--- src/hw/rv_core_pkg.sv ---
// RV64I core definitions
`default_nettype none

package rv_core_pkg;

  localparam int XLEN     = 64;
  localparam int NUM_REGS = 32;

  localparam logic [XLEN-1:0] RESET_PC = 64'h8000_0000;

  // Major opcodes.
  localparam logic [6:0] OP_LUI    = 7'b0110111;
  localparam logic [6:0] OP_AUIPC  = 7'b0010111;
  localparam logic [6:0] OP_IMM    = 7'b0010011;
  localparam logic [6:0] OP_REG    = 7'b0110011;
  localparam logic [6:0] OP_JAL    = 7'b1101111;
  localparam logic [6:0] OP_SYSTEM = 7'b1110011;

  localparam logic [2:0] F3_ADD  = 3'b000;
  localparam logic [2:0] F3_PRIV = 3'b000;  // EBREAK and ECALL space.
  localparam logic [6:0] F7_ADD  = 7'b0000000;

  // One instruction word seen through the base formats.
  typedef union packed {
    struct packed {
      logic [6:0] funct7;
      logic [4:0] rs2;
      logic [4:0] rs1;
      logic [2:0] funct3;
      logic [4:0] rd;
      logic [6:0] opcode;
    } r;
    struct packed {
      logic [11:0] imm12;
      logic [4:0]  rs1;
      logic [2:0]  funct3;
      logic [4:0]  rd;
      logic [6:0]  opcode;
    } i;
    struct packed {
      logic [19:0] imm20;
      logic [4:0]  rd;
      logic [6:0]  opcode;
    } u;
    struct packed {
      logic        imm20;   // Sign bit.
      logic [9:0]  imm10_1;
      logic        imm11;
      logic [7:0]  imm19_12;
      logic [4:0]  rd;
      logic [6:0]  opcode;
    } j;
  } rv_inst_u;

  typedef enum logic [2:0] {IMM_I, IMM_U, IMM_S, IMM_B, IMM_J} rv_imm_sel_e;
  typedef enum logic [1:0] {SRC_A_RS1, SRC_A_PC, SRC_A_ZERO} rv_src_a_e;
  typedef enum logic [1:0] {SRC_B_RS2, SRC_B_IMM, SRC_B_FOUR} rv_src_b_e;
  typedef enum logic [0:0] {ALU_ADD, ALU_PASS_B} rv_alu_op_e;

  typedef struct packed {
    logic [4:0]      rs1;
    logic [4:0]      rs2;
    logic [4:0]      rd;
    logic [XLEN-1:0] imm;
    rv_src_a_e       src_a;
    rv_src_b_e       src_b;
    rv_alu_op_e      alu_op;
    logic            wen;
    logic            jump;     // Next PC is PC + imm.
    logic            halt;
    logic            illegal;
  } rv_ctrl_t;

  typedef struct packed {
    logic            valid;
    logic [4:0]      rd;
    logic [XLEN-1:0] data;
  } rv_wb_t;

endpackage

`default_nettype wire

--- src/hw/rv_alu.sv ---
// Operand select and adder
`default_nettype none

module rv_alu (
  input  rv_core_pkg::rv_ctrl_t         i_ctrl,
  input  logic [rv_core_pkg::XLEN-1:0] i_pc,
  input  logic [rv_core_pkg::XLEN-1:0] i_rs1_data,
  input  logic [rv_core_pkg::XLEN-1:0] i_rs2_data,
  output logic [rv_core_pkg::XLEN-1:0] o_result
);

  import rv_core_pkg::*;

  logic [XLEN-1:0] op_a;
  logic [XLEN-1:0] op_b;

  always_comb begin
    case (i_ctrl.src_a)
      SRC_A_RS1:  op_a = i_rs1_data;
      SRC_A_PC:   op_a = i_pc;
      SRC_A_ZERO: op_a = '0;
      default:    op_a = '0;
    endcase
  end

  always_comb begin
    case (i_ctrl.src_b)
      SRC_B_RS2:  op_b = i_rs2_data;
      SRC_B_IMM:  op_b = i_ctrl.imm;
      SRC_B_FOUR: op_b = 64'd4;  // JAL link.
      default:    op_b = '0;
    endcase
  end

  always_comb begin
    if (i_ctrl.alu_op == ALU_PASS_B) begin
      o_result = op_b;
    end else begin
      o_result = op_a + op_b;  // Wraps at 64 bits.
    end
  end

endmodule

`default_nettype wire

--- config.mk ---
export PLATFORM = sky130hd
export DESIGN_NAME = rv_alu
export DESIGN_NICKNAME = d
export VERILOG_FILES = /design/src/hw/rv_core_pkg.sv /design/src/hw/rv_alu.sv
export SDC_FILE = /design/constraint.sdc
export NUM_CORES = 1
export LEC_CHECK = 0
export BUFFER_PORTS_ARGS = -buffer_cell sky130_fd_sc_hd__buf_4
export CORE_AREA = 3 3 131 133
export DETAILED_ROUTE_END_ITERATION = 8
export DIE_AREA = 0 0 134 136
export GPL_TIMING_DRIVEN = 0
export PLACE_DENSITY = 0.72
export SLEW_MARGIN = 20
export SYNTH_ARGS = -nofsm -noshare
export SYNTH_HDL_FRONTEND = slang
export SYNTH_SLANG_ARGS = --single-unit
--- constraint.sdc ---
create_clock -name vclk -period 4.4
set_input_delay 0.44 -clock vclk [all_inputs]
set_output_delay 0.44 -clock vclk [all_outputs]
set_load 0.05 [all_outputs]
==> results.cfg <==
[outcome]
status = complete, no violations

[floorplan]
core-area_mm2 = 0.0159
dieArea_mm2 = 0.0182
die_w_um = 134
ios = 344
die_h_um = 136
initial_core_util_pct = 40.2
fp-row-count = 46

[place]
port-buffer-count = 322
gp_congestion = 0.924
hpwl_um = 21700
place_inst = 1522
placed_cell_area_mm2 = 0.00922
pre_cts_ws_ns = -1.03

[timing]
clock.fmax_mhz = 236
tightest_slew_ns = 0.797
maxSlewViolCount = 0
period_needed_ns = 4.24
fin_hold_ws_ns = 1.45
setup_ws_ns = 0.157
finalCritPeriodShare_pct = 96.4
slew_headroom_pct = 46.8
finalSetupViolCount = 0
hold_viol_final = 0

[synthesis]
avgSynthCellArea_um2 = 6.51
ys_seq_area_share_pct = 0
synthCells = 984
yosys-top-cells-area = mux2i_1, ha_1, nor2_1
synth_area_mm2 = 0.00640
synth_top_area_share_pct = 20.0
synth_cell_types = 72
synth_warnings = 0
yosysTopAreaCell = mux2i_1
syn-num-nets = 1328

[min_path]
hold_path_startpoint = i_rs2_data[53]
whs_endpoint = o_result[53]
min_path_cells = 6
worstHoldPathType = input port to output pin

[critical_path]
cp_max_fo = 10
arrival_ns = 3.80
critPathLaunchType = input port
required_ns = 3.96
crit_chain = buf_12, buf_12, mux2i_4, nor2_1, ha_1, clkbuf_4, nand4_1, or4_4, a211oi_4, o211ai_1, nand2_2, o21ai_4, o41ai_2, xnor2_1, o21ai_2, buf_6
max_stage_delay_ns = 0.47
crit_buf_inv = 4
slowest_stage = or4_4
endpoint_kind = output pin
cpMostUsedCell = buf_12
worstSetupPathType = input port to output pin
cp_top_family = compound AO/OA/AOI/OAI gates

[final_layout]
seq_cells = 0
finalInstanceArea_mm2 = 0.00954
regArea_um2 = 0
area_growth_pct = 49.0
drive_gt1_share_pct = 33.4
layout_commonest_cell = buf_4
antenna_cells = 0
fill_cells = 1594
clock_buffers = 0
nets = 1659
fin_cells = 1529
layout_common_cells = buf_4, nor2_1, mux2i_1, nand2_1, a21oi_1
final_core_util_pct = 59.8

[detailed_routing]
drtPass1Iterations = 5
drt-initial-drc-count = 438
wl_per_cell_um = 16.7
finalWirelength_um = 25500
vias_per_cell = 5.46
vias = 8345
drc = 0
ant_nets = 0

[global_route]
grt_pass1_wl_um = 39700
grt_max_degree = 11
grt_pass1_vias = 8173
grtUsageTotal_pct = 25.9
overflow = 0
antenna_found_initial = 0

[flow_run]
cap_violations = 0

[power_and_ir_drop]
vdd_ir_drop_max_uv = 87.3
p_per_area_mw_per_mm2 = 152
p_leak_nw = 4.83

[clock_tree]
cts_hold_buffers = 0
-- worst max-delay path by stage --
stage / startpoint / to / slack [ns] / cells after the start
CTS: i_ctrl[7] / o_result[60] / -0.01 / 15
finish: i_ctrl[5] / o_result[62] / 0.16 / 16
global route: i_ctrl[7] / o_result[62] / -0.03 / 16
floorplan: i_ctrl[5] / o_result[60] / -0.17 / 13
global placement: i_ctrl[5] / o_result[58] / -1.01 / 16
detailed placement: i_ctrl[5] / o_result[63] / -1.03 / 15
-- repair_timing --
item,CTS,global route
setup endpoints to repair,52,24
buffers inserted,0,7
pin swaps,1,8
gates resized for setup,36,59
-- kinds of logic (layout without fill, tap and decap cells) --
| group | after synthesis | in the layout | share of synthesized area (%) |
|---|---|---|---|
| simple gates | 343 | 343 | 22.6 |
| compound gates | 294 | 294 | 30.2 |
| mux | 134 | 134 | 21.1 |
| buf+inv | 93 | 422 | 5.88 |
| fa+ha+maj | 64 | 64 | 12.6 |
| xor+xnor | 56 | 56 | 7.66 |
-- cell usage after synthesis, types with 3 or more instances --
library cell  number
o21ai_0           88
o221ai_1           3
xnor2_1           28
a211oi_1           6
nand4_1           21
a221oi_1           3
a21oi_1           73
and3_2             4
nand2_1          108
mux2_2             6
nor4_1             6
o31ai_1            5
nor2_1           169
a21o_2             6
mux2i_1          128
a21o_1            37
clkbuf_1          52
nor3_1            11
o211ai_1           3
o21a_1            15
xor2_1            28
o21bai_1          15
or2_2              3
inv_1             25
nand3_1            8
buf_1             10
a21boi_0           3
o21ai_1            3
nand2b_1           4
ha_1              63
-- layout make-up --
| type | instances | area (µm²) | area share, % |
|---|---|---|---|
| plain buffers | 68 | 413 | 4.33 |
| multi-input cells | 891 | 6290 | 65.9 |
| repair buffers | 329 | 2470 | 25.9 |
| well taps | 216 | 270 | 2.83 |
| inverters | 25 | 93.8 | 0.983 |
-- per-layer routing --
metal / GRT usage [%] / part of all wire (%) / up-vias
met4: 5.37 / 1.9 / 0
met5: 0 / 0 / -
met3: 3.18 / 6.8 / 27
met2: 47.4 / 49 / 318
met1: 32.7 / 42 / 3805
li1: - / - / 4195
-- power by group --
group	internal, mW	switching (mW)
logic	0.576	0.878
registers	0	0
clock network	0	0
total	0.576	0.878
-- worst min-delay path: cells and delay by family --
| family | cells | cell delay, ns |
|---|---|---|
| AO/OA/AOI/OAI | 1 | 0.05 |
| AND/OR/NAND/NOR | 2 | 0.20 |
| buffers and inverters | 2 | 0.26 |
| multiplexers | 1 | 0.05 |
-- per-stage QoR --
stage / TNS [ns] / total power [mW]
final: 0 / 1.45
after global routing: -0.0689 / 1.57
after CTS: -0.0142 / 1.43
after detailed placement: -31.94 / 1.41
after global placement: -30.80 / 1.40
after floorplan: -0.171 / 0.938
Power figures use the tool's default switching activity.
