`config.mk`:
```
export PLATFORM = sky130hd
export DESIGN_NAME = rv_idu
export DESIGN_NICKNAME = d
export VERILOG_FILES = /design/src/hw/rv_core_pkg.sv /design/src/hw/rv_idu.sv
export SDC_FILE = /design/constraint.sdc
export NUM_CORES = 1
export LEC_CHECK = 0
export ABC_AREA = 1
export BUFFER_PORTS_ARGS = -buffer_cell sky130_fd_sc_hd__buf_2
export CELL_PAD_IN_SITES_DETAIL_PLACEMENT = 2
export CELL_PAD_IN_SITES_GLOBAL_PLACEMENT = 2
export CORE_MARGIN = 2
export CORE_UTILIZATION = 14
export DETAILED_ROUTE_END_ITERATION = 12
export PLACE_DENSITY_LB_ADDON = 0.05
export SLEW_MARGIN = 10
export SYNTH_ARGS = -nofsm -noshare
export SYNTH_HDL_FRONTEND = slang
export SYNTH_SLANG_ARGS = --single-unit
```
`constraint.sdc`:
```
create_clock -name vclk -period 2.75
set_clock_uncertainty 0.05 [all_clocks]
set_input_delay 0.55 -clock vclk [all_inputs]
set_output_delay 0.55 -clock vclk [all_outputs]
set_load 0.05 [all_outputs]
```
`src/hw/rv_core_pkg.sv`:
```
// RV64I core definitions
`default_nettype none

package rv_core_pkg;

  localparam int XLEN     = 64;
  localparam int NUM_REGS = 32;

  localparam logic [XLEN-1:0] RESET_PC = 64'h8000_0000;

  // Major opcodes.
  localparam logic [6:0] OP_LUI    = 7'b0110111;
  localparam logic [6:0] OP_AUIPC  = 7'b0010111;
  localparam logic [6:0] OP_IMM    = 7'b0010011;
  localparam logic [6:0] OP_REG    = 7'b0110011;
  localparam logic [6:0] OP_JAL    = 7'b1101111;
  localparam logic [6:0] OP_SYSTEM = 7'b1110011;

  localparam logic [2:0] F3_ADD  = 3'b000;
  localparam logic [2:0] F3_PRIV = 3'b000;  // EBREAK and ECALL space.
  localparam logic [6:0] F7_ADD  = 7'b0000000;

  // One instruction word seen through the base formats.
  typedef union packed {
    struct packed {
      logic [6:0] funct7;
      logic [4:0] rs2;
      logic [4:0] rs1;
      logic [2:0] funct3;
      logic [4:0] rd;
      logic [6:0] opcode;
    } r;
    struct packed {
      logic [11:0] imm12;
      logic [4:0]  rs1;
      logic [2:0]  funct3;
      logic [4:0]  rd;
      logic [6:0]  opcode;
    } i;
    struct packed {
      logic [19:0] imm20;
      logic [4:0]  rd;
      logic [6:0]  opcode;
    } u;
    struct packed {
      logic        imm20;   // Sign bit.
      logic [9:0]  imm10_1;
      logic        imm11;
      logic [7:0]  imm19_12;
      logic [4:0]  rd;
      logic [6:0]  opcode;
    } j;
  } rv_inst_u;

  typedef enum logic [2:0] {IMM_I, IMM_U, IMM_S, IMM_B, IMM_J} rv_imm_sel_e;
  typedef enum logic [1:0] {SRC_A_RS1, SRC_A_PC, SRC_A_ZERO} rv_src_a_e;
  typedef enum logic [1:0] {SRC_B_RS2, SRC_B_IMM, SRC_B_FOUR} rv_src_b_e;
  typedef enum logic [0:0] {ALU_ADD, ALU_PASS_B} rv_alu_op_e;

  typedef struct packed {
    logic [4:0]      rs1;
    logic [4:0]      rs2;
    logic [4:0]      rd;
    logic [XLEN-1:0] imm;
    rv_src_a_e       src_a;
    rv_src_b_e       src_b;
    rv_alu_op_e      alu_op;
    logic            wen;
    logic            jump;     // Next PC is PC + imm.
    logic            halt;
    logic            illegal;
  } rv_ctrl_t;

  typedef struct packed {
    logic            valid;
    logic [4:0]      rd;
    logic [XLEN-1:0] data;
  } rv_wb_t;

endpackage

`default_nettype wire

```
`src/hw/rv_idu.sv`:
```
// Instruction decode unit
`default_nettype none

module rv_idu (
  input  rv_core_pkg::rv_inst_u i_inst,
  output rv_core_pkg::rv_ctrl_t o_ctrl
);

  import rv_core_pkg::*;

  logic [6:0] opcode;
  logic [2:0] funct3;
  logic [6:0] funct7;

  logic [XLEN-1:0] imm_i;
  logic [XLEN-1:0] imm_u;
  logic [XLEN-1:0] imm_s;
  logic [XLEN-1:0] imm_b;
  logic [XLEN-1:0] imm_j;
  logic [XLEN-1:0] imm;

  logic inst_lui;
  logic inst_auipc;
  logic inst_addi;
  logic inst_add;
  logic inst_jal;
  logic inst_ebreak;

  logic type_r;
  logic type_i;
  logic type_u;
  logic type_j;

  rv_imm_sel_e imm_sel;

  assign opcode = i_inst.r.opcode;
  assign funct3 = i_inst.i.funct3;
  assign funct7 = i_inst.r.funct7;

  // Sign-extended immediates, one per format.
  assign imm_i = {{52{i_inst.i.imm12[11]}}, i_inst.i.imm12};
  assign imm_u = {{32{i_inst.u.imm20[19]}}, i_inst.u.imm20, 12'b0};
  assign imm_s = {{52{i_inst.r.funct7[6]}}, i_inst.r.funct7, i_inst.r.rd};
  assign imm_b = {{52{i_inst.r.funct7[6]}}, i_inst.r.rd[0], i_inst.r.funct7[5:0],
                  i_inst.r.rd[4:1], 1'b0};
  assign imm_j = {{44{i_inst.j.imm20}}, i_inst.j.imm19_12, i_inst.j.imm11,
                  i_inst.j.imm10_1, 1'b0};

  assign inst_lui    = (opcode == OP_LUI);
  assign inst_auipc  = (opcode == OP_AUIPC);
  assign inst_addi   = (opcode == OP_IMM) && (funct3 == F3_ADD);
  assign inst_add    = (opcode == OP_REG) && (funct3 == F3_ADD) && (funct7 == F7_ADD);
  assign inst_jal    = (opcode == OP_JAL);
  assign inst_ebreak = (opcode == OP_SYSTEM) && (funct3 == F3_PRIV);

  assign type_r = inst_add;
  assign type_i = inst_addi | inst_ebreak;
  assign type_u = inst_lui | inst_auipc;
  assign type_j = inst_jal;

  always_comb begin
    if (type_u) begin
      imm_sel = IMM_U;
    end else if (type_j) begin
      imm_sel = IMM_J;
    end else begin
      imm_sel = IMM_I;  // R type ignores the immediate.
    end
  end

  always_comb begin
    case (imm_sel)
      IMM_I:   imm = imm_i;
      IMM_U:   imm = imm_u;
      IMM_S:   imm = imm_s;
      IMM_B:   imm = imm_b;
      IMM_J:   imm = imm_j;
      default: imm = imm_i;
    endcase
  end

  always_comb begin
    o_ctrl         = '0;
    o_ctrl.rs1     = i_inst.r.rs1;
    o_ctrl.rs2     = i_inst.r.rs2;
    o_ctrl.rd      = i_inst.r.rd;
    o_ctrl.imm     = imm;
    o_ctrl.src_a   = SRC_A_RS1;
    o_ctrl.src_b   = SRC_B_RS2;
    o_ctrl.alu_op  = ALU_ADD;
    if (inst_lui) begin
      o_ctrl.src_a = SRC_A_ZERO;
      o_ctrl.src_b = SRC_B_IMM;
      o_ctrl.wen   = 1'b1;
    end else if (inst_auipc) begin
      o_ctrl.src_a = SRC_A_PC;
      o_ctrl.src_b = SRC_B_IMM;
      o_ctrl.wen   = 1'b1;
    end else if (inst_addi) begin
      o_ctrl.src_b = SRC_B_IMM;
      o_ctrl.wen   = 1'b1;
    end else if (inst_add) begin
      o_ctrl.wen   = 1'b1;
    end else if (inst_jal) begin
      o_ctrl.src_a = SRC_A_PC;    // Link value.
      o_ctrl.src_b = SRC_B_FOUR;
      o_ctrl.wen   = 1'b1;
      o_ctrl.jump  = 1'b1;
    end else if (inst_ebreak) begin
      o_ctrl.halt  = 1'b1;
    end else begin
      o_ctrl.illegal = 1'b1;
    end
  end

  // Opcode classes must never overlap.
  always_comb begin
    assert ($onehot0({type_r, type_i, type_u, type_j}));
  end

endmodule

`default_nettype wire

```
==> metrics.md <==
| Metric | Value |
|---|---|
| All-Layer GR Usage | `0.08269` |
| Ant diodes | `0` |
| MaxCap Viol Count | `0` |
| Final net count | `238` |
| Cell variety after synth | `19` |
| Post-placement cell count | `281` |
| Post-CTS setup buffers | `0` |
| Pins Over Slew Limit | `0` |
| Grt ovf | `0` |
| Leak Pwr | `0.7386 nW` |
| HPWL after DPL | `2.863 mm` |
| Commonest non-fill, non-tap cells in the layout | `buf_2 (109), nand2_1 (25), nor2_1 (20)` |
| Detailed Routing Iterations Pass 1 | `4` |
| First-pass GRT wire length | `5.078 mm` |
| Flip-flop and latch area | `0 um2` |
| RSZ-0062 raised after global routing | `false` |
| Post-Syn Area per Cell | `6.078 um2` |
| Largest net degree at the start of global routing | `37` |
| Total Wirelength | `between 3 and 4 mm` |
| Drt initial violations | `10` |
| Setup violators final | `0` |
| Mapped cell area | `899.6 um2` |
| Gpl congestion | `0.6931` |
| FFs & Latches | `0` |
| Die H | `84.16 um` |
| Critical Path AT | `1.77 ns` |
| Critical path class | `input port to output pin` |
| Die X | `84.16 um` |
| Clkbuf count | `0` |
| Crit Path Max Fanout | `13` |
| Syn_nets | `180` |
| Sequential share of the synthesized area | `0` |
| Via count | `1008` |
| Die footprint | `0.007083 mm2` |
| Rows | `29` |
| Setup_tns | `0 ns` |
| Layout cell share with drive strength beyond 1 | `0.6471` |
| Synth-to-layout area growth | `26.56%` |
| Starting density of the core | `0.1433` |
| Synthesis warning total | `0` |
| Drt drc | `0` |
| Vias in the first global route | `1018` |
| Average routed wire per standard cell | `11.54 um` |
| Worst Hold Class | `input port to output pin` |
| Gate count of the mapped netlist | `148` |
| Worst VDD drop | `0.09587 mV` |
| P per Cell Area | `317.4 mW/mm2` |
| CTS resizes | `0` |
| Initial antenna violation count | `0` |
| Fin cells | `between 200 and 300` |
| Final Hold Vio Count | `0` |
| Commonest non-fill, non-tap cell in the layout | `buf_2` |
| Ports | `120` |
| Crit path capture type | `output pin` |
| Post-route antenna net violation count | `0` |
| Port bufs | `around 110` |
| Fin crit period | `2.366 ns` |
| Fin crit share | `0.8605` |
| Core area | `0.006277 mm2` |
| CTS Hold Buffers Added | `0` |
| Fmax | `between 0.4 and 0.5 GHz` |
| Vias/cell | `3.587` |
| WP data required | `about 2.2 ns` |
| Crit start category | `input port` |
| Outcome | `completed` |
path summary, 6_finish.rpt:
path              startpoint         end  cells after the start
hold / removal     i_inst[7]  o_ctrl[73]                      0
setup / recovery   i_inst[3]  o_ctrl[29]                      8
worst max-delay path, cell delays in order:
cell	delay (ns)
buf_2	0.12
inv_2	0.06
nand3_2	0.10
nor2_8	0.19
inv_4	0.11
nand2_2	0.26
o21ai_0	0.13
buf_2	0.23
metrics by stage:
stage	cell area, um2	util	hold WS [ns]	setup WS, ns	total power, W
floorplan	899.6	-	1.217	0.09405	0.0003367
global placement	1139	0.1814	1.050	0.3935	0.0003660
detailed placement	1139	0.1814	1.050	0.3673	0.0003655
CTS	1139	0.1814	1.050	0.3634	0.0003663
global route	1139	0.1814	1.050	0.2242	0.0003802
finish	1139	0.1814	1.050	0.3836	0.0003614
metal layers:
metal | global-route usage | vias to the layer above | routed length (um)
li1 | - | 505 | -
met1 | 0.1063 | 438 | 1337
met2 | 0.1472 | 65 | 1548
met3 | 0.02163 | 0 | 356
met4 | 0.001466 | 0 | 0
met5 | 0 | - | 0
cell families (layout without fill, tap and decap cells):
family | count (synthesis) | count (layout) | share of synthesized area
other cells | 1 | 1 | 0.004168
simple gates | 61 | 61 | 0.3421
buf+inv | 74 | 130 | 0.5452
compound gates | 12 | 12 | 0.1085
power by group:
part | internal [W] | switching (W) | total, W
logic | 0.0000690 | 0.000292 | 0.000361
registers | 0 | 0 | 0
clock network | 0 | 0 | 0
total | 0.0000690 | 0.000292 | 0.000361
cells in the mapped netlist:
cell type | instances | area [um2]
inv_1 | 16 | 60.06
nand2_1 | 25 | 93.84
nor3_1 | 3 | 15.01
nor2_1 | 20 | 75.07
buf_4 | 51 | 382.9
buf_2 | 1 | 5.000
conb_1 | 1 | 3.750
inv_2 | 2 | 7.510
buf_6 | 2 | 22.52
nand3_2 | 3 | 30.03
nor2_8 | 2 | 40.04
nor2_4 | 1 | 11.26
nand2_4 | 1 | 11.26
o21ai_0 | 1 | 5.000
inv_4 | 2 | 12.51
nand3_1 | 5 | 25.02
o21ai_1 | 1 | 5.000
nand2_2 | 1 | 6.260
o21ai_2 | 10 | 87.58
area by class of cell:
cell class                      instances  area, um2
Inverter                               20      80.08
Fill cell                             795       5139
Tap cell                               77      96.34
Multi-Input combinational cell         74      409.1
Timing Repair Buffer                  110      553.0
Note: power is estimated with default switching activity, not from simulation.
