### config.mk
export PLATFORM = sky130hd
export DESIGN_NAME = rv_pc_unit
export DESIGN_NICKNAME = d
export VERILOG_FILES = /design/src/hw/rv_core_pkg.sv /design/src/hw/rv_pc_unit.sv
export SDC_FILE = /design/constraint.sdc
export NUM_CORES = 1
export LEC_CHECK = 0
export BUFFER_PORTS_ARGS = -buffer_cell sky130_fd_sc_hd__buf_2
export CORE_MARGIN = 10
export CORE_UTILIZATION = 61
export DETAILED_ROUTE_END_ITERATION = 10
export GPL_ROUTABILITY_DRIVEN = 0
export PLACE_DENSITY = 0.93
export SYNTH_ARGS = -nofsm -noshare
export SYNTH_HDL_FRONTEND = slang
export SYNTH_SLANG_ARGS = --single-unit
### constraint.sdc
create_clock -name i_clk -period 8.1 [get_ports i_clk]
set_clock_uncertainty 0.1 [all_clocks]
set_input_delay 1.62 -clock i_clk [delete_from_list [all_inputs] [get_ports i_clk]]
set_output_delay 1.62 -clock i_clk [all_outputs]
set_load 0.01 [all_outputs]
### src/hw/rv_core_pkg.sv
// RV64I core definitions
`default_nettype none

package rv_core_pkg;

  localparam int XLEN     = 64;
  localparam int NUM_REGS = 32;

  localparam logic [XLEN-1:0] RESET_PC = 64'h8000_0000;

  // Major opcodes.
  localparam logic [6:0] OP_LUI    = 7'b0110111;
  localparam logic [6:0] OP_AUIPC  = 7'b0010111;
  localparam logic [6:0] OP_IMM    = 7'b0010011;
  localparam logic [6:0] OP_REG    = 7'b0110011;
  localparam logic [6:0] OP_JAL    = 7'b1101111;
  localparam logic [6:0] OP_SYSTEM = 7'b1110011;

  localparam logic [2:0] F3_ADD  = 3'b000;
  localparam logic [2:0] F3_PRIV = 3'b000;  // EBREAK and ECALL space.
  localparam logic [6:0] F7_ADD  = 7'b0000000;

  // One instruction word seen through the base formats.
  typedef union packed {
    struct packed {
      logic [6:0] funct7;
      logic [4:0] rs2;
      logic [4:0] rs1;
      logic [2:0] funct3;
      logic [4:0] rd;
      logic [6:0] opcode;
    } r;
    struct packed {
      logic [11:0] imm12;
      logic [4:0]  rs1;
      logic [2:0]  funct3;
      logic [4:0]  rd;
      logic [6:0]  opcode;
    } i;
    struct packed {
      logic [19:0] imm20;
      logic [4:0]  rd;
      logic [6:0]  opcode;
    } u;
    struct packed {
      logic        imm20;   // Sign bit.
      logic [9:0]  imm10_1;
      logic        imm11;
      logic [7:0]  imm19_12;
      logic [4:0]  rd;
      logic [6:0]  opcode;
    } j;
  } rv_inst_u;

  typedef enum logic [2:0] {IMM_I, IMM_U, IMM_S, IMM_B, IMM_J} rv_imm_sel_e;
  typedef enum logic [1:0] {SRC_A_RS1, SRC_A_PC, SRC_A_ZERO} rv_src_a_e;
  typedef enum logic [1:0] {SRC_B_RS2, SRC_B_IMM, SRC_B_FOUR} rv_src_b_e;
  typedef enum logic [0:0] {ALU_ADD, ALU_PASS_B} rv_alu_op_e;

  typedef struct packed {
    logic [4:0]      rs1;
    logic [4:0]      rs2;
    logic [4:0]      rd;
    logic [XLEN-1:0] imm;
    rv_src_a_e       src_a;
    rv_src_b_e       src_b;
    rv_alu_op_e      alu_op;
    logic            wen;
    logic            jump;     // Next PC is PC + imm.
    logic            halt;
    logic            illegal;
  } rv_ctrl_t;

  typedef struct packed {
    logic            valid;
    logic [4:0]      rd;
    logic [XLEN-1:0] data;
  } rv_wb_t;

endpackage

`default_nettype wire

### src/hw/rv_pc_unit.sv
// Program counter and halt
`default_nettype none

module rv_pc_unit (
  input  logic                         i_clk,
  input  logic                         i_reset,
  input  rv_core_pkg::rv_ctrl_t        i_ctrl,
  output logic [rv_core_pkg::XLEN-1:0] o_pc,
  output logic                         o_halt
);

  import rv_core_pkg::*;

  logic [XLEN-1:0] pc_q;
  logic [XLEN-1:0] next_pc;
  logic            halt_q;

  assign next_pc = i_ctrl.jump ? (pc_q + i_ctrl.imm) : (pc_q + 64'd4);

  always_ff @(posedge i_clk) begin
    if (i_reset) begin
      pc_q   <= RESET_PC;
      halt_q <= 1'b0;
    end else if (!halt_q) begin
      if (i_ctrl.halt) begin
        halt_q <= 1'b1;  // EBREAK keeps its own PC.
      end else begin
        pc_q <= next_pc;
      end
    end
  end

  assign o_pc   = pc_q;
  assign o_halt = halt_q;

  a_pc_aligned : assert property (
    @(posedge i_clk) disable iff (i_reset) pc_q[1:0] == 2'b00);

  a_halt_freeze : assert property (
    @(posedge i_clk) disable iff (i_reset) halt_q |=> (halt_q && $stable(pc_q)));

endmodule

`default_nettype wire

==> summary.md, run 1 <==
| Metric | Value |
|---|---|
| Worst path cell trace | `buf_2, ha_1, o211ai_1, o211ai_1, a31oi_1, nor4_1, o2111ai_1, a21oi_1, a21oi_1, o21ai_0, a21oi_1, xnor2_1, a21oi_1` |
| Non-Filler Instances | `1306` |
| Crit path max fanout | `4` |
| Critical Setup Path Class | `primary input to register` |
| Worst slew pin tran | `1.17 ns` |
| Critical Path End | `o_pc[51]` |
| Pwr dens | `~140 mW/mm^2` |
| Ant diodes | `0` |
| Critical R2R Capture | `o_pc[51]` |
| Global-route wire length before repair | `~36000 um` |
| Critical Path Start | `i_ctrl[12]` |
| Post-route DRC violation count | `0` |
| Critical path endpoint category | `register` |
| Post-CTS Hold Fix Bufs | `0` |
| H-tree depth | `3` |
| Post-synth EDFFs | `0` |
| # setup viols final | `0` |
| Fin area | `0.00830 sq mm` |
| Wire per inst | `17.4 um` |
| DR iter-0 viols | `between 1000 and 1500` |
| Slew Limit Fails | `0` |
| Buf/Inv on CP | `1` |
| Placed instance area | `about 0.008 sq mm` |
| Most frequent cells in the layout | `154 x a21oi_1, 132 x buf_2, 106 x nand2_1, 101 x nor2_1, 99 x o21ai_0` |
| Period utilisation layout | `0.600` |
| Yosys reg bits | `65` |
| CP peak stage delay | `0.53 ns` |
| Grt ovf | `0` |
| Die X | `~130 um` |
| Initial antenna violation count | `0` |
| Count of cell types in the netlist | `between 80 and 90` |
| DP Cell Count | `1293` |
| Vias in the first global route | `around 8000` |
| Pre-CTS setup slack | `slightly above 3 ns` |
| Setup_tns | `0 ns` |
| # rows | `40` |
| Final Critical Period | `4.86 ns` |
| Register area share after synthesis | `0.177` |
| Kind of start point of the critical path | `primary input` |
| Core Util, Final | `0.697` |
| Vias/cell | `6.63` |
| Number of buffers created by CTS | `9` |
| Multi-input gate area | `0.00576 sq mm` |
| Peak VDD IR | `0.115 mV` |
| Syn_area_per_cell | `6.91 sq um` |
| Hold slack final | `between 0.3 and 0.4 ns` |
| Required time of the critical path | `about 8 ns` |
| Post-CTS Setup Inserts | `0` |
| Fmax achieved | `0.206 GHz` |
| Max-cap viol count | `0` |
| FF-to-FF setup slack | `4.24 ns` |
| Crit. path cell count | `13` |
| Routed wire length | `22800 um` |
| Final nets | `1312` |
| Share of cells above drive strength 1 | `0.154` |
| WP data arrival | `just under 5 ns` |
| Ys async rst share | `0` |
| RR Startpoint | `o_pc[2]` |
| DRT Pass-1 Iters | `6` |
| Total vias in the final route | `between 8000 and 9000` |
| Slew headroom | `0.219` |
| Die Ht | `130 um` |
| Filler Cell Count | `between 900 and 1000` |
| I/O Pins | `155` |
| Register Area | `0.00130 sq mm` |
| Delay-heaviest family, CP | `compound AO/OA/AOI/OAI gates` |
| Leakage | `3.64 nW` |
| Final hold viol count | `0` |
| Clock tree buffer depth | `2` |
| RSZ-0062 raised after global routing | `no` |
| CTS tree | `built` |
| Total Power | `1.18 mW` |
| HP Class | `register to register` |
| Port bufs | `roughly 130` |
| Die area | `roughly 0.017 sq mm` |
| Antenna viol nets, final | `0` |
| CP max-delay cell | `nor4_1` |
| Largest net degree at the start of global routing | `103` |
| Mapped Nets | `1222` |
| Synth warn | `0` |
| Area delta synth->final | `12.6%` |
| HPWL after DPL | `16500 um` |
| Run status | `finished clean` |
| Setup WS post-layout | `3.24 ns` |
| All-Layer GR Usage | `0.254` |
| Clk sinks | `65` |
| Initial core utilization | `0.619` |
| CORE AREA | `between 0.01 and 0.015 sq mm` |
| Most common library cell in the layout ignoring fill and taps | `a21oi_1` |
| Post-synthesis instance total | `~1100` |
| Clock Latency Late Sink | `about 0.33 ns` |
| Worst hold stages | `2` |
| Top FF cell, synth | `dfxtp_1` |
| Clock Tree Root | `clkbuf_16` |
| Reg2reg path depth | `12` |
| Post-Syn Area | `between 0.007 and 0.008 sq mm` |
| Crit-path most repeated cell | `a21oi_1` |
| CTS resizes | `0` |
| Clk slew on worst S/H paths | `0.05 ns` |
## final cells by class
cell class	count	share of cell area
Clock buffer	13	0.0326
Inverter	26	0.0118
Multi-Input combinational cell	920	0.694
Sequential cell	65	0.157
Tap cell	147	0.0222
Timing Repair Buffer	135	0.0823
## how the worst min path moves through the flow
| stage | endpoint | start | slack [ns] |
|---|---|---|---|
| floorplan | o_pc[0] | o_pc[0] | 0.40 |
| global placement | o_pc[0] | o_pc[0] | 0.36 |
| detailed placement | o_pc[0] | o_pc[0] | 0.37 |
| CTS | o_pc[0] | o_pc[0] | 0.38 |
| global route | o_pc[0] | o_pc[0] | 0.41 |
| finish | o_pc[0] | o_pc[0] | 0.38 |
## cells by family (layout without fill, tap and decap cells)
| kind of cell | count (synthesis) | after routing | synth area share |
|---|---|---|---|
| multiplexers | 3 | 3 | 0.00424 |
| flip-flops | 65 | 65 | 0.177 |
| buffers and inverters | 82 | 174 | 0.0424 |
| AO/OA/AOI/OAI | 413 | 413 | 0.347 |
| adder cells (fa/ha/maj) | 65 | 65 | 0.111 |
| AND/OR/NAND/NOR | 382 | 382 | 0.251 |
| XOR/XNOR | 57 | 57 | 0.0677 |
## state kept, by name (all words and copies together), names as in the netlist
name,flops
o_pc,64
o_halt,1
## synthesized netlist by cell type (20+ instances only)
library cell / instances / area share
a31oi_1: 21 / 0.018
xor2_1: 23 / 0.027
ha_1: 64 / 0.11
a211oi_1: 20 / 0.020
nand4_1: 21 / 0.018
o21ai_0: 99 / 0.067
clkbuf_1: 41 / 0.021
nand3_1: 36 / 0.024
dfxtp_1: 65 / 0.18
nor2_1: 102 / 0.052
xnor2_1: 34 / 0.040
nand2_1: 106 / 0.054
a21o_1: 30 / 0.031
a21oi_1: 154 / 0.10
and3_1: 21 / 0.018
nor3_1: 37 / 0.025
inv_1: 25 / 0.013
## worst register-to-register path, delay by kind of cell, from the launching register on
family,cells,cell delay [ns]
compound gates,9,2.13
simple gates,1,0.53
flops,1,0.44
fa+ha+maj,1,0.30
xor+xnor,1,0.18
## layer usage
| metal | track usage | share of wire | vias up |
|---|---|---|---|
| met5 | 0 | 0 | - |
| met4 | 0.0946 | 0.030 | 0 |
| met3 | 0.0369 | 0.091 | 80 |
| met2 | 0.436 | 0.47 | 491 |
| met1 | 0.316 | 0.41 | 3957 |
| li1 | - | - | 4134 |
## report_power, final
group	switching (mW)	total (mW)	internal, mW
Clock	0.142	0.369	0.227
Combinational	0.261	0.436	0.175
Sequential	0.0366	0.379	0.342
Total	0.440	1.18	0.745
(Power assumes the default switching activity.)
==> run 2, diff against run 1 <==
--- a/config.mk
+++ b/config.mk
@@ -7,10 +7,10 @@
 export LEC_CHECK = 0
 export BUFFER_PORTS_ARGS = -buffer_cell sky130_fd_sc_hd__buf_2
 export CORE_MARGIN = 10
-export CORE_UTILIZATION = 61
+export CORE_UTILIZATION = 57
 export DETAILED_ROUTE_END_ITERATION = 10
 export GPL_ROUTABILITY_DRIVEN = 0
-export PLACE_DENSITY = 0.93
+export PLACE_DENSITY = 0.88
 export SYNTH_ARGS = -nofsm -noshare
 export SYNTH_HDL_FRONTEND = slang
 export SYNTH_SLANG_ARGS = --single-unit
==> constraint.sdc (replaced) <==
create_clock -name i_clk -period 5 [get_ports i_clk]
set_clock_uncertainty 0.1 [all_clocks]
set_input_delay 1 -clock i_clk [delete_from_list [all_inputs] [get_ports i_clk]]
set_output_delay 1 -clock i_clk [all_outputs]
set_load 0.01 [all_outputs]
==> run 2 against run 1 <==
Net effect: worst setup slack worse by 2.3 ns; sequential power grew 61%; register-to-register slack worse by 2.9 ns; flip-flop and latch count unchanged; first-iteration DRC count rose by 2.4%; largest cell class unchanged; largest power group unchanged; highest routed layer unchanged.
==> summary.md, run 2 (synthesized netlist as in run 1, its figures left out) <==
| Metric | Value |
|---|---|
| Run status | `finished clean` |
| Kind of start point of the critical path | `primary input` |
| Crit path max fanout | `5` |
| Max-cap viol count | `0` |
| Initial antenna violation count | `0` |
| Clock tree buffer depth | `2` |
| RSZ-0062 raised after global routing | `no` |
| HPWL after DPL | `16800 um` |
| Met3 WL | `1980 um` |
| HP Class | `register to register` |
| Post-CTS Hold Fix Bufs | `0` |
| Grt ovf | `0` |
| Clock Tree Root | `clkbuf_16` |
| Port bufs | `132` |
| Leakage | `3.66 nW` |
| Period utilisation layout | `0.811` |
| Global-route wire length before repair | `37800 um` |
| Die Ht | `134 um` |
| Vias in the first global route | `7999` |
| Slew Limit Fails | `0` |
| Initial core utilization | `0.584` |
| I/O Pins | `155` |
| Wire per inst | `about 17 um` |
| Die X | `134 um` |
| Antenna viol nets, final | `0` |
| Pwr dens | `226 mW/mm^2` |
| Routed wire length | `~23000 um` |
| WL met2 | `10700 um` |
| Number of buffers created by CTS | `9` |
| Clock Latency Late Sink | `0.34 ns` |
| Share of cells above drive strength 1 | `0.159` |
| Total vias in the final route | `8574` |
| # rows | `41` |
| Largest net degree at the start of global routing | `101` |
| Critical Setup Path Class | `primary input to register` |
| Most common library cell in the layout ignoring fill and taps | `a21oi_1` |
| DRT Pass-1 Iters | `6` |
| Max FFs per register | `64` |
| Clk sinks | `65` |
| DR iter-0 viols | `about 1000` |
| Post-route DRC violation count | `0` |
| Critical path endpoint category | `register` |
| Vias/cell | `6.40` |
| Most frequent cells in the layout | `154 x a21oi_1, 132 x buf_2, 106 x nand2_1, 101 x nor2_1, 99 x o21ai_0` |
| Fin area | `between 0.008 and 0.009 sq mm` |
| Wl on met1 | `9400 um` |
| Final hold viol count | `0` |
| Final nets | `1317` |
| Post-CTS Setup Inserts | `0` |
| CTS resizes | `0` |
| Top sig layer | `met4` |
| Area delta synth->final | `13.4%` |
| Worst slew pin tran | `between 0.9 and 1 ns` |
| CORE AREA | `between 0.01 and 0.015 sq mm` |
| Slew headroom | `0.359` |
| # setup viols final | `0` |
| All-Layer GR Usage | `0.243` |
| Clk slew on worst S/H paths | `about 0.060 ns` |
| Core Util, Final | `0.662` |
| Peak VDD IR | `0.138 mV` |
| Setup_tns | `0 ns` |
| Placed instance area | `0.00810 sq mm` |
| Fmax achieved | `0.247 GHz` |
| Die area | `between 0.015 and 0.02 sq mm` |
| Total Power | `approximately 1.9 mW` |
| Reg2reg path depth | `14` |
| H-tree depth | `3` |
| Ant diodes | `0` |
| WP data arrival | `4.22 ns` |
| Required time of the critical path | `5.16 ns` |
| CTS tree | `built` |
| Final Critical Period | `4.05 ns` |
| Worst hold stages | `2` |
run 2: changes by cell type in the layout (fill, tap and decap cells not counted):
cell	change
buf_4	+5
clkbuf_1	+2
clkbuf_8	-3
clkinv_2	+4
run 2: final cells by class:
type                       count  area, sq um
inverter                      26         97.6
fill                        1104         4260
clock inverter                 4         20.0
timing repair buffer         140          721
sequential                    65         1300
clock buffer                  12          236
tap                          172          215
multi-input combinational    920         5760
run 2: per-layer routing:
layer,up-vias,global-route usage
met2,465,0.405
met5,-,0
met3,59,0.0410
met1,3895,0.298
li1,4155,-
met4,0,0.113
run 2: metrics by stage:
step / instances / hold WS (ns) / setup WS, ns
2_1_floorplan: 1067 / 0.396 / 1.26
3_3_place_gp: 1323 / 0.365 / 0.713
3_5_place_dp: 1323 / 0.373 / 0.653
4_1_cts: 1339 / 0.383 / 0.993
5_1_grt: 1339 / 0.419 / 0.794
6_report: 1339 / 0.381 / 0.947
run 2: final timing paths:
| kind | start | slack (ns) | endpoint |
|---|---|---|---|
| max | i_ctrl[9] | 0.95 | o_pc[58] |
| max reg2reg | o_pc[0] | 1.33 | o_pc[58] |
| min reg2reg | o_pc[0] | 0.38 | o_pc[0] |
| min | o_pc[0] | 0.38 | o_pc[0] |
run 2: worst max-delay path, cell delays in order:
cell,delay [ns]
buf_2,0.08
ha_1,0.18
inv_1,0.06
fa_1,0.37
nand2b_1,0.20
a21oi_1,0.22
o211ai_1,0.23
a31oi_4,0.35
a41oi_4,0.22
o211ai_2,0.25
a211oi_2,0.17
o21ai_4,0.22
a31oi_1,0.14
or4_1,0.43
o211ai_2,0.08
run 2: power breakdown:
group          internal (mW)  switching, mW  total (mW)
registers              0.554         0.0576       0.612
logic                  0.285          0.422       0.706
clock network          0.333          0.241       0.574
